===== src/hw/ad_pkg.sv =====
/* ADC front end shared types */

package ad_pkg;

	// adc word width
	localparam int ADC_BITS = 16;

	typedef logic [ADC_BITS-1:0] sample_t;

	// serial clock selection latched at the start of each readout
	typedef enum logic [1:0]
	{
		RATE_5M   = 2'd0,
		RATE_2_5M = 2'd1,
		RATE_2M   = 2'd2
	} rate_e;

	// conversion sequencer states
	typedef enum logic [1:0]
	{
		ST_IDLE  = 2'd0,
		ST_CONV  = 2'd1,
		ST_SHIFT = 2'd2,
		ST_STORE = 2'd3
	} seq_state_e;

endpackage


===== src/hw/ad_clk_gen.sv =====
/* Serial clock and trigger divider */

module ad_clk_gen #(
	parameter int TRIG_US = 250
) (
	input  logic clk_sys,
	input  logic rst_n,
	input  logic pulse_us,
	output logic clk_5M,
	output logic clk_2_5M,
	output logic clk_2M,
	output logic clk_2kHz
);

	localparam int NUM_FAST = 3;
	localparam int TW = $clog2(TRIG_US + 1);

	// half periods in clk_sys cycles for 5, 2.5 and 2 MHz
	localparam logic [NUM_FAST-1:0][4:0] HALF_CYC = {5'd25, 5'd20, 5'd10};

	wire [NUM_FAST-1:0] fast_clk;
	logic [TW-1:0]      trig_cnt;

	// --------------------
	// fast serial clocks

	for (genvar i = 0; i < NUM_FAST; i++)
	begin : g_fast
		logic [4:0] div_cnt;
		logic       tgl;

		always_ff @(posedge clk_sys or negedge rst_n)
		begin
			if (!rst_n)
				div_cnt <= '0;
			else if (div_cnt == HALF_CYC[i] - 5'd1)
				div_cnt <= '0;
			else
				div_cnt <= div_cnt + 5'd1;
		end

		// flip on every counter restart
		always_ff @(posedge clk_sys or negedge rst_n)
		begin
			if (!rst_n)
				tgl <= 1'b0;
			else if (div_cnt == 5'd0)
				tgl <= ~tgl;
		end

		assign fast_clk[i] = tgl;
	end

	assign clk_5M   = fast_clk[0];
	assign clk_2_5M = fast_clk[1];
	assign clk_2M   = fast_clk[2];

	// --------------------
	// sample trigger counting microseconds

	always_ff @(posedge clk_sys or negedge rst_n)
	begin
		if (!rst_n)
			trig_cnt <= '0;
		else if (pulse_us)
			trig_cnt <= (trig_cnt == TW'(TRIG_US - 1)) ? '0 : trig_cnt + TW'(1);
	end

	always_ff @(posedge clk_sys or negedge rst_n)
	begin
		if (!rst_n)
			clk_2kHz <= 1'b0;
		else if (pulse_us && trig_cnt == '0)
			clk_2kHz <= ~clk_2kHz;
	end

endmodule


===== src/hw/ad_sample_avg.sv =====
/* Sample block averager */

module ad_sample_avg #(
	parameter int AVG_LOG2 = 2
) (
	input  logic            clk_sys,
	input  logic            rst_n,
	input  logic            en,
	input  logic            store,
	input  ad_pkg::sample_t rx_data,
	output ad_pkg::sample_t sample,
	output logic            sample_valid,
	output ad_pkg::sample_t avg,
	output logic            avg_valid
);

	import ad_pkg::*;

	localparam int SW = ADC_BITS + AVG_LOG2;
	localparam int NW = (AVG_LOG2 > 0) ? AVG_LOG2 : 1;

	logic [SW-1:0] sum;
	logic [SW-1:0] sum_nxt;
	logic [NW-1:0] cnt;
	logic          blk_last;

	assign sum_nxt  = sum + SW'(rx_data);
	assign blk_last = (cnt == NW'((1 << AVG_LOG2) - 1));

	always_ff @(posedge clk_sys or negedge rst_n)
	begin
		if (!rst_n)
		begin
			sum          <= '0;
			cnt          <= '0;
			sample_valid <= 1'b0;
			avg_valid    <= 1'b0;
		end
		else
		begin
			sample_valid <= store;
			avg_valid    <= store && en && blk_last;
			if (!en)
			begin
				sum <= '0;
				cnt <= '0;
			end
			else if (store)
			begin
				// start the next block from zero
				sum <= blk_last ? '0 : sum_nxt;
				cnt <= blk_last ? '0 : cnt + NW'(1);
			end
		end
	end

	always_ff @(posedge clk_sys)
	begin
		if (store)
			sample <= rx_data;
		if (store && blk_last)
			avg <= sample_t'(sum_nxt >> AVG_LOG2);
	end

endmodule


===== src/hw/ad_sample_top.sv =====
/* ADC sampling front end */

module ad_sample_top #(
	parameter int CLKS_PER_US = 100,
	parameter int TRIG_US     = 250,
	parameter int CONV_US     = 2,
	parameter int AVG_LOG2    = 2
) (
	input  logic            clk_sys,
	input  logic            rst_n,
	input  logic            en,
	input  ad_pkg::rate_e   rate,
	input  logic            adc_sdo,
	output logic            adc_sclk,
	output logic            adc_cs_n,
	output logic            adc_cnv,
	output ad_pkg::sample_t sample,
	output logic            sample_valid,
	output ad_pkg::sample_t avg,
	output logic            avg_valid
);

	import ad_pkg::*;

	logic    pulse_us;
	logic    clk_5M;
	logic    clk_2_5M;
	logic    clk_2M;
	logic    clk_2kHz;
	logic    rx_start;
	logic    rx_done;
	logic    store;
	sample_t rx_data;

	ad_us_tick #(
		.CLKS_PER_US (CLKS_PER_US)
	) u_us_tick (
		.clk_sys  (clk_sys),
		.rst_n    (rst_n),
		.pulse_us (pulse_us)
	);

	ad_clk_gen #(
		.TRIG_US (TRIG_US)
	) u_clk_gen (
		.clk_sys  (clk_sys),
		.rst_n    (rst_n),
		.pulse_us (pulse_us),
		.clk_5M   (clk_5M),
		.clk_2_5M (clk_2_5M),
		.clk_2M   (clk_2M),
		.clk_2kHz (clk_2kHz)
	);

	ad_seq_fsm #(
		.CONV_US (CONV_US)
	) u_seq_fsm (
		.clk_sys  (clk_sys),
		.rst_n    (rst_n),
		.pulse_us (pulse_us),
		.clk_2kHz (clk_2kHz),
		.en       (en),
		.rx_done  (rx_done),
		.adc_cnv  (adc_cnv),
		.adc_cs_n (adc_cs_n),
		.rx_start (rx_start),
		.store    (store)
	);

	ad_serial_rx u_serial_rx (
		.clk_sys  (clk_sys),
		.rst_n    (rst_n),
		.rx_start (rx_start),
		.rate     (rate),
		.clk_5M   (clk_5M),
		.clk_2_5M (clk_2_5M),
		.clk_2M   (clk_2M),
		.adc_sdo  (adc_sdo),
		.adc_sclk (adc_sclk),
		.rx_done  (rx_done),
		.rx_data  (rx_data)
	);

	ad_sample_avg #(
		.AVG_LOG2 (AVG_LOG2)
	) u_sample_avg (
		.clk_sys      (clk_sys),
		.rst_n        (rst_n),
		.en           (en),
		.store        (store),
		.rx_data      (rx_data),
		.sample       (sample),
		.sample_valid (sample_valid),
		.avg          (avg),
		.avg_valid    (avg_valid)
	);

endmodule


===== src/hw/ad_seq_fsm.sv =====
/* Conversion sequencer */

module ad_seq_fsm #(
	parameter int CONV_US = 2
) (
	input  logic clk_sys,
	input  logic rst_n,
	input  logic pulse_us,
	input  logic clk_2kHz,
	input  logic en,
	input  logic rx_done,
	output logic adc_cnv,
	output logic adc_cs_n,
	output logic rx_start,
	output logic store
);

	import ad_pkg::*;

	localparam int CW = $clog2(CONV_US + 1);

	seq_state_e    state;
	seq_state_e    state_nxt;
	logic          trig_q;
	logic          trig_rise;
	logic [CW-1:0] conv_cnt;
	logic          conv_last;

	assign trig_rise = clk_2kHz & ~trig_q;
	assign conv_last = pulse_us && (conv_cnt == CW'(CONV_US - 1));

	always_comb
	begin
		state_nxt = state;
		case (state)
			ST_IDLE:  if (en && trig_rise) state_nxt = ST_CONV;
			ST_CONV:  if (conv_last) state_nxt = ST_SHIFT;
			ST_SHIFT: if (rx_done) state_nxt = ST_STORE;
			ST_STORE: state_nxt = ST_IDLE;
			default:  state_nxt = ST_IDLE;
		endcase
	end

	always_ff @(posedge clk_sys or negedge rst_n)
	begin
		if (!rst_n)
		begin
			state    <= ST_IDLE;
			trig_q   <= 1'b0;
			conv_cnt <= '0;
			rx_start <= 1'b0;
		end
		else
		begin
			state  <= state_nxt;
			trig_q <= clk_2kHz;
			// conversion time in whole microsecond ticks
			if (state != ST_CONV)
				conv_cnt <= '0;
			else if (pulse_us)
				conv_cnt <= conv_cnt + CW'(1);
			// one cycle pulse in the first cycle of ST_SHIFT
			rx_start <= (state == ST_CONV) && conv_last;
		end
	end

	// outputs straight from the state register
	assign adc_cnv  = (state == ST_CONV);
	assign adc_cs_n = (state != ST_SHIFT);
	assign store    = (state == ST_STORE);

endmodule


===== src/hw/ad_serial_rx.sv =====
/* ADC serial receiver */

module ad_serial_rx (
	input  logic            clk_sys,
	input  logic            rst_n,
	input  logic            rx_start,
	input  ad_pkg::rate_e   rate,
	input  logic            clk_5M,
	input  logic            clk_2_5M,
	input  logic            clk_2M,
	input  logic            adc_sdo,
	output logic            adc_sclk,
	output logic            rx_done,
	output ad_pkg::sample_t rx_data
);

	import ad_pkg::*;

	localparam int BW = $clog2(ADC_BITS);

	rate_e         rate_q;
	logic          sel_clk;
	logic          pending;
	logic          busy;
	logic          sclk_q;
	logic          sclk_rise;
	logic          bit_last;
	logic [BW-1:0] bit_cnt;

	always_comb
	begin
		case (rate_q)
			RATE_2_5M: sel_clk = clk_2_5M;
			RATE_2M:   sel_clk = clk_2M;
			default:   sel_clk = clk_5M;
		endcase
	end

	assign sclk_rise = adc_sclk & ~sclk_q;
	assign bit_last  = (bit_cnt == BW'(ADC_BITS - 1));

	// --------------------
	// clock gating

	// busy opens only while the selected clock is low so the first edge is a full one
	always_ff @(posedge clk_sys or negedge rst_n)
	begin
		if (!rst_n)
		begin
			rate_q   <= RATE_5M;
			pending  <= 1'b0;
			busy     <= 1'b0;
			adc_sclk <= 1'b0;
			sclk_q   <= 1'b0;
		end
		else
		begin
			if (rx_start)
			begin
				rate_q  <= rate;
				pending <= 1'b1;
			end
			else if (pending && !sel_clk)
			begin
				pending <= 1'b0;
				busy    <= 1'b1;
			end
			else if (sclk_rise && bit_last)
				busy <= 1'b0;
			adc_sclk <= busy & sel_clk;
			sclk_q   <= adc_sclk;
		end
	end

	// --------------------
	// bit counter and shifter

	always_ff @(posedge clk_sys or negedge rst_n)
	begin
		if (!rst_n)
		begin
			bit_cnt <= '0;
			rx_done <= 1'b0;
		end
		else
		begin
			rx_done <= sclk_rise && bit_last;
			if (rx_start)
				bit_cnt <= '0;
			else if (sclk_rise)
				bit_cnt <= bit_last ? '0 : bit_cnt + BW'(1);
		end
	end

	// msb first
	always_ff @(posedge clk_sys)
	begin
		if (sclk_rise)
			rx_data <= {rx_data[ADC_BITS-2:0], adc_sdo};
	end

endmodule


===== src/hw/ad_us_tick.sv =====
/* Microsecond tick */

module ad_us_tick #(
	parameter int CLKS_PER_US = 100
) (
	input  logic clk_sys,
	input  logic rst_n,
	output logic pulse_us
);

	localparam int CW = $clog2(CLKS_PER_US + 1);

	logic [CW-1:0] cyc_cnt;
	logic          cyc_wrap;

	assign cyc_wrap = (cyc_cnt == CW'(CLKS_PER_US - 1));

	// free running counter wrapping once per microsecond
	always_ff @(posedge clk_sys or negedge rst_n)
	begin
		if (!rst_n)
		begin
			cyc_cnt  <= '0;
			pulse_us <= 1'b0;
		end
		else
		begin
			cyc_cnt  <= cyc_wrap ? '0 : cyc_cnt + CW'(1);
			pulse_us <= cyc_wrap;
		end
	end

endmodule


===== config.mk =====
export PLATFORM = sky130hd
export DESIGN_NAME = ad_sample_top
export DESIGN_NICKNAME = d
export VERILOG_FILES = /design/src/hw/ad_pkg.sv /design/src/hw/ad_clk_gen.sv /design/src/hw/ad_sample_avg.sv /design/src/hw/ad_sample_top.sv /design/src/hw/ad_seq_fsm.sv /design/src/hw/ad_serial_rx.sv /design/src/hw/ad_us_tick.sv
export SDC_FILE = /design/constraint.sdc
export NUM_CORES = 1
export LEC_CHECK = 0
export BUFFER_PORTS_ARGS = -buffer_cell sky130_fd_sc_hd__buf_4
export CORE_MARGIN = 2
export CORE_UTILIZATION = 50
export CTS_BUF_LIST = sky130_fd_sc_hd__clkbuf_4
export CTS_CLUSTER_DIAMETER = 40
export CTS_CLUSTER_SIZE = 24
export DETAILED_ROUTE_END_ITERATION = 12
export PLACE_DENSITY = 0.68
export SLEW_MARGIN = 40
export SYNTH_ARGS = -nofsm -noshare
export SYNTH_HDL_FRONTEND = slang
export SYNTH_HIERARCHICAL = 1
export SYNTH_SLANG_ARGS = --single-unit

===== constraint.sdc =====
create_clock -name clk_sys -period 3.12 [get_ports clk_sys]
set_clock_uncertainty 0.1 [all_clocks]
set_input_delay 0.156 -clock clk_sys [delete_from_list [all_inputs] [get_ports clk_sys]]
set_output_delay 0.156 -clock clk_sys [all_outputs]
set_load 0.005 [all_outputs]

==> reports/qor.yml, run 1 <==
status:
  status: "finished clean"
critical_path:
  start_kind: "register"
  path_cells: "ha_1 > fa_1 > a211oi_2 > o21bai_2 > a21oi_2 > o31ai_4 > a31oi_1 > xnor2_1"
  reg2reg_depth: 8
  critical_path_depth: 8
  worst_path_dominant_cell_family: "compound AO/OA/AOI/OAI gates"
  cpMaxStageDelayCell: "fa_1"
  path_class: "reg -> reg"
  slowest_delay_ns: 0.44
  critPathBufInv: 0
  crit_fanout: 3
  cp.required_ns: 3.31
  crit_arrival_ns: 2.68
  endpoint_kind: "register"
timing:
  fin_crit_sh: 0.7971
  finalSetupViolCount: 0
  tns_ns: 0
  fmax_mhz: 402.1
  layout_min_cycle_time_ns: 2.487
  worst_pin_slew_ns: 0.7305
  hold_viol_final: 0
  rsz0062_at_grt: "no"
  slew_headroom: 0.5130
  slew_viol_final: 0
pwr:
  pwr_density_cell_mw_per_mm2: 438.8
  p_sw_frac: 0.2000
  p_comb_frac: 0.012
  clkPwrFrac: 0.415
  p_leak_nw: 2.956
  seqPwrFrac: 0.573
  internal-power_mw: 2.313
  power.switching_uw: 578.1
  ir_worst_vdd_mv: 0.2980
drt:
  wl_met2_um: 5160
  postRouteWirelength_um: 10410
  ant_nets: 0
  post_drt_wl_per_cell_um: 15.29
  drt_iter0_markers: 124
  firstDrtPassIters: 4
  top_layer: "met4"
  drc: 0
  vias_per_cell: 5.467
  wl_met1_um: 4631
  via_count: 3723
  wl_met3_um: 409
placement:
  io_buffers: 42
  gp_congestion: 0.8069
  placed_cell_area_mm2: 0.006232
  dp_hpwl_um: 7147
floorplan:
  fp.dieArea_mm2: 0.01246
  core_area_mm2: 0.01137
  initial_core_util: 0.5095
  ios: 43
  die_w_um: 111.6
  fp-row-count: 39
  die_h_um: 111.6
synth:
  yosysWarnings: 6
  ys_seq_elements: 122
  ys_seq_area_frac: 0.5685
  synth_edf_count: 48
  synth_nets: 511
  syn_inst: 467
  synthFlopType: "dfrtp_1"
  ys_types: 72
  synthArstFlopShare: 0.6066
  avgSynthCellArea_um2: 12.40
  synth_area_mm2: 0.005793
finish:
  drive_gt1_frac: 0.1859
  fillCellCount: 950
  area_delta_synth_final_pct: 13.71
  final-seq-area_mm2: 0.003293
  nets: 569
  multi_input_area_mm2: 0.002317
  n_antenna_cell: 0
  final_area_mm2: 0.006588
cts:
  clkTransAtPathRegs_ns: 0.11
  cts_root_buf: "clkbuf_4"
  cts_buffers: 17
  post_cts.repair.setup_buffers: 0
  clock_latency_ns: 0.53
  clockBufferDepth: 2
  cts_tree: "yes"
  cts.sinks: 122
  cts_htree_levels: 4
global_route:
  antenna_found_initial: 0
  grt_pass1_wl_um: 17550
  grt.total_usage: 0.1794
  grt_overflow: 0
  grt_pass1_vias: 3723
  grt_start_max_net_pins: 75
hold_path:
  hold_class: "in -> async"
run:
  drv_cap: 0
==> power by group through the flow <==
stage	clock network, mW	logic, mW	registers (mW)
floorplan	0	0.00659	1.69
global placement	0	0.0318	1.69
detailed placement	0	0.0327	1.69
CTS	1.25	0.0377	1.66
global route	1.32	0.0414	1.66
finish	1.20	0.0356	1.66
==> through the flow <==
step / util / power [mW] / setup slack [ns] / hold slack [ns] / cells
finish: 0.5794 / 2.891 / 0.6330 / 0.1189 / 681
global route: 0.5794 / 3.014 / 0.4866 / 0.1405 / 681
CTS: 0.5794 / 2.939 / 0.6221 / 0.09798 / 681
detailed placement: 0.5481 / 1.722 / 0.6186 / 0.1437 / 644
global placement: 0.5478 / 1.721 / 0.6635 / 0.2364 / 644
floorplan: - / 1.696 / 0.7675 / -0.2396 / 467
==> cell type report <==
class / instances / area share
clock buffers: 20 / 0.02279
clock inverters: 12 / 0.02355
inverters: 27 / 0.01538
multi-input cells: 307 / 0.3518
flip-flops and latches: 122 / 0.4999
well taps: 143 / 0.02716
repair buffers: 50 / 0.05945
==> what timing repair did <==
item                      in CTS  in global routing
hold endpoints to repair      82                  0
resized for setup              0                  0
hold buffers                   5                  0
==> path summary, 6_finish.rpt <==
check / from / end / slack, ns
max in group asynchronous: rst_n / u_sample_avg/sum[13]$_DFFE_PN0P_ / 2.33
worst max register to register: u_serial_rx/rx_data[0]$_DFFE_PN_ / u_sample_avg/avg[12]$_DFFE_PP_ / 0.63
min in group clk_sys: adc_sdo / u_serial_rx/rx_data[0]$_DFFE_PN_ / 0.28
worst min register to register: u_clk_gen/clk_2kHz$_DFFE_PN0P_ / u_seq_fsm/trig_q$_DFF_PN0_ / 0.33
worst max-delay path: u_serial_rx/rx_data[0]$_DFFE_PN_ / u_sample_avg/avg[12]$_DFFE_PP_ / 0.63
worst min-delay path: rst_n / u_clk_gen/g_fast[1].div_cnt[0]$_DFF_PN0_ / 0.12
==> per-layer routing <==
metal,global-route usage,vias to the layer above
met3,0.05008,17
li1,-,1842
met5,0,-
met2,0.2933,62
met4,0.07819,0
met1,0.2247,1802
==> flip-flops by register name, indices dropped and copies added (netlist names), 2 cells and up <==
name                      count
u_sample_avg/sum             18
u_sample_avg/avg             16
u_sample_avg/sample          16
u_serial_rx/rx_data          16
u_clk_gen/g_fast.div_cnt     15
u_clk_gen/trig_cnt            8
u_us_tick/cyc_cnt             7
u_serial_rx/bit_cnt           4
u_sample_avg/cnt              2
u_seq_fsm/conv_cnt            2
u_seq_fsm/state               2
u_serial_rx/rate_q            2
==> logic make-up after synthesis <==
kind of cell / Yosys count / synth area share
AOI/OAI and AO/OA: 110 / 0.1363
adders and majority gates: 38 / 0.08337
xor gates and xnor gates: 26 / 0.04061
buffers and inverters: 38 / 0.03153
and+or+nand+nor: 125 / 0.1251
DFF: 122 / 0.5685
muxes: 8 / 0.01469
==> worst register-to-register path, delay by kind of cell (launching register included) <==
family	cells	cell delay, ns
adders and majority gates	2	0.68
xor gates and xnor gates	1	0.08
AOI/OAI and AO/OA	5	0.96
DFF	1	0.42
==> synthesized netlist by cell type (all sizes together) (3+ instances only) <==
master / n / share of area
and2: 9 / 0.0099
clkbuf: 8 / 0.0093
dfrtp: 74 / 0.32
and3: 8 / 0.0091
o211ai: 4 / 0.0052
nor2: 18 / 0.015
inv: 27 / 0.017
nand4: 5 / 0.0054
edfxtp: 48 / 0.25
xnor2: 17 / 0.026
mux2i: 7 / 0.012
nand2b: 3 / 0.0032
nand2: 31 / 0.020
o31ai: 4 / 0.0076
nor4b: 3 / 0.0045
o21ai: 23 / 0.021
a21o: 10 / 0.013
xor2: 9 / 0.015
o22ai: 3 / 0.0032
buf: 3 / 0.0048
a31oi: 10 / 0.011
nor3: 4 / 0.0043
nand3: 19 / 0.018
nand3b: 7 / 0.011
a21oi: 21 / 0.021
nor2b: 6 / 0.0069
or3: 3 / 0.0041
ha: 37 / 0.080
a22o: 15 / 0.023
==> placed cells by master (no fill, tap or decap), types with 7 or more instances in the layout <==
cell type,n
o21ai_0,16
nor2_1,15
a21o_1,9
mux2i_1,7
clkbuf_4,20
xor2_1,8
inv_1,27
dfrtp_1,74
buf_4,44
a21oi_1,17
nand3_1,17
a31oi_1,10
ha_1,37
a22o_1,15
nand2_1,31
and2_1,8
xnor2_1,17
edfxtp_1,48
Note: power is estimated with default switching activity, not from simulation.
==> inputs of run 2 (changes only) <==
ABC_AREA = 1   (was unset)
clock period = 2.5 ns   (was 3.12 ns; I/O delays follow)
==> reports/qor.yml, run 2 <==
critical_path:
  timing.rr.start: "u_serial_rx/rx_data[0]$_DFFE_PN_"
  cp.required_ns: 2.68  # -0.63 ns
  path_cells: "ha_1 > fa_1 > nand3_1 > nand2_2 > nand2_1 > nand2_2 > a21oi_1 > nand2_1 > and2_1"
  critPathLaunch: "u_serial_rx/rx_data[0]$_DFFE_PN_"
  endpoint_kind: "register"
  cpMaxStageDelayCell: "edfxtp_1"
  crit_fanout: 4  # +1
  start_kind: "register"
  crit_arrival_ns: 2.38  # -0.30 ns
  slowest_delay_ns: 0.43  # about the same
  path_class: "reg -> reg"
global_route:
  grt_overflow: 0  # unchanged
  grt_pass1_vias: 4241  # +14%
  grt_pass1_wl_um: 18880  # +7.5%
  antenna_found_initial: 0  # unchanged
  grt.total_usage: 0.1865  # +0.007141
  grt_start_max_net_pins: 75  # unchanged
floorplan:
  ios: 43  # unchanged
  die_w_um: 112.8  # +1.1%
  core_area_mm2: 0.01147  # +0.86%
  fp-row-count: 39  # unchanged
  die_h_um: 112.8  # +1.1%
  initial_core_util: 0.5163  # +0.006793
  fp.dieArea_mm2: 0.01273  # +2.1%
timing:
  layout_min_cycle_time_ns: 2.199  # -0.2877 ns
  slew_headroom: 0.5329  # +0.01997
  fin_crit_sh: 0.8797  # +0.08262
  fmax_mhz: 454.7  # +13%
  finalSetupViolCount: 0  # unchanged
  hold_viol_final: 0  # unchanged
  slew_viol_final: 0  # unchanged
  rsz0062_at_grt: "no"
  holdWs_ns: 0.06519  # -0.05369 ns
  worst_pin_slew_ns: 0.7006  # -0.02996 ns
  tns_ns: 0  # unchanged
  finalWorstSetupSlack_ns: 0.3006  # -0.3323 ns
synth:
  ys_types: 35  # -51%
  synth_edf_count: 48  # unchanged
  synth_common_cells: "nand2_1 (153), inv_1 (77), dfrtp_1 (74)"
  avgSynthCellArea_um2: 9.580  # -23%
  ys_seq_elements: 122  # unchanged
  ys_top_cells_by_area: "dfrtp_1 (31%), edfxtp_1 (24%), nand2_1 (9.7%)"
  synth_nets: 662  # +30%
  syn_inst: 618  # +32%
  synthFlopType: "dfrtp_1"
  synth_top_area_share: 0.3128  # -0.006890
  yosysMostFrequentCell: "nand2_1"
  ys_seq_area_frac: 0.5562  # -0.01225
  synth_top_cell_by_area: "dfrtp_1"
  yosysWarnings: 6  # unchanged
  synthArstFlopShare: 0.6066  # unchanged
  synth_area_mm2: 0.005921  # +2.2%
drt:
  drc: 0  # unchanged
  post_drt_wl_per_cell_um: 12.90  # -16%
  ant_nets: 0  # unchanged
  vias_per_cell: 4.986  # -8.8%
  via_count: 4188  # +12%
  postRouteWirelength_um: 10840  # +4.1%
  drt_iter0_markers: 236  # +90%
  firstDrtPassIters: 4  # unchanged
placement:
  dp_hpwl_um: 7676  # +7.4%
  dp_cells: 803  # +25%
  io_buffers: 42  # unchanged
  gp_congestion: 0.9093  # +13%
  dpl_worst_slack_ns: 0.3231  # -0.2955 ns
cts:
  cts_tree: "yes"
  cts_resized: 0  # unchanged
  cts.sinks: 122  # unchanged
  cts_buffers: 17  # unchanged
  cts_root_buf: "clkbuf_4"
  cts_htree_levels: 4  # unchanged
  clock_latency_ns: 0.51  # -0.02 ns
  clockBufferDepth: 2  # unchanged
  clkTransAtPathRegs_ns: 0.10  # about the same
pwr:
  ir_worst_vdd_mv: 0.5139  # +72%
  pwr_density_cell_mw_per_mm2: 496.0  # +13%
  p_leak_nw: 3.264  # +10%
finish:
  layout_common_cells: "nand2_1 (153), inv_1 (77), dfrtp_1 (74), nor2_1 (58), edfxtp_1 (48)"
  nets: 728  # +28%
  largest-register: "u_sample_avg/sum"
  area_delta_synth_final_pct: 13.38
  largest_reg_flops: 18  # unchanged
  final_cells: 840  # +23%
  final_common_cell: "nand2_1"
  n_antenna_cell: 0  # unchanged
  drive_gt1_frac: 0.1535  # -0.03236
hold_path:
  hold_class: "in -> async"
status:
  status: "finished clean"
run:
  drv_cap: 0  # unchanged
[run 2: power breakdown]
part / total (mW) / switching, mW / leakage [nW] / internal (mW)
logic: 0.0439 / 0.0316 / 1.72 / 0.0122
clock network: 1.22 / 0.665 / 0.145 / 0.555
registers: 2.07 / 0 / 1.40 / 2.07
total: 3.33 / 0.696 / 3.26 / 2.63
[run 2: area by class of cell]
type                            instances  area, um^2
Sequential cell                       122        3293
Fill cell                             967        4755
Clock buffer                           24       180.2
Tap cell                              143       178.9
Multi-Input combinational cell        410        2293
Clock inverter                          8       60.06
Timing Repair Buffer                   51       399.1
Inverter                               82       307.8
[run 2: path summary, 6_finish.rpt]
kind | end | slack (ns) | depth (start not counted)
min in group clk_sys | u_serial_rx/rx_data[0]$_DFFE_PN_ | 0.24 | 2
setup reg to reg | u_sample_avg/avg[10]$_DFFE_PP_ | 0.30 | 9
setup / recovery | u_sample_avg/avg[10]$_DFFE_PP_ | 0.30 | 9
hold / removal | u_sample_avg/sum[2]$_DFFE_PN0P_ | 0.07 | 2
hold reg to reg | u_seq_fsm/trig_q$_DFF_PN0_ | 0.33 | 0
max in group asynchronous | u_seq_fsm/trig_q$_DFF_PN0_ | 1.71 | 2
[run 2: cells by family after synthesis]
family / after synthesis / share of synthesized area
DFF: 122 / 0.5562
buffers and inverters: 86 / 0.05643
AOI/OAI and AO/OA: 49 / 0.04966
and+or+nand+nor: 307 / 0.2325
xor gates and xnor gates: 16 / 0.02367
adders and majority gates: 38 / 0.08157
[run 2: critical path: cells and delay by family, from the launching register on]
family                   cells  cell delay (ns)
adder cells (fa/ha/maj)      2             0.68
AND/OR/NAND/NOR              6             0.58
flip-flops                   1             0.43
AO/OA/AOI/OAI                1             0.17
[run 2: metrics by stage]
step / utilization / power (mW) / instance area, um^2
finish: 0.5854 / 3.330 / 6713
global route: 0.5854 / 3.472 / 6713
CTS: 0.5854 / 3.373 / 6713
detailed placement: 0.5601 / 2.149 / 6422
global placement: 0.5597 / 2.148 / 6419
floorplan: - / 2.114 / 5921
[run 2: per-layer routing]
| metal | GRT usage | wire [um] | up-vias |
|---|---|---|---|
| met5 | 0 | 0 | - |
| met4 | 0.06423 | 86 | 0 |
| met3 | 0.05785 | 456 | 8 |
| met1 | 0.2247 | 4830 | 1988 |
| met2 | 0.3186 | 5465 | 62 |
| li1 | - | - | 2130 |
[run 2: repair_timing]
item / CTS / global route
hold buffers: 5 / 0
endpoints found under the hold margin: 82 / 0
buffers inserted: 0 / 0
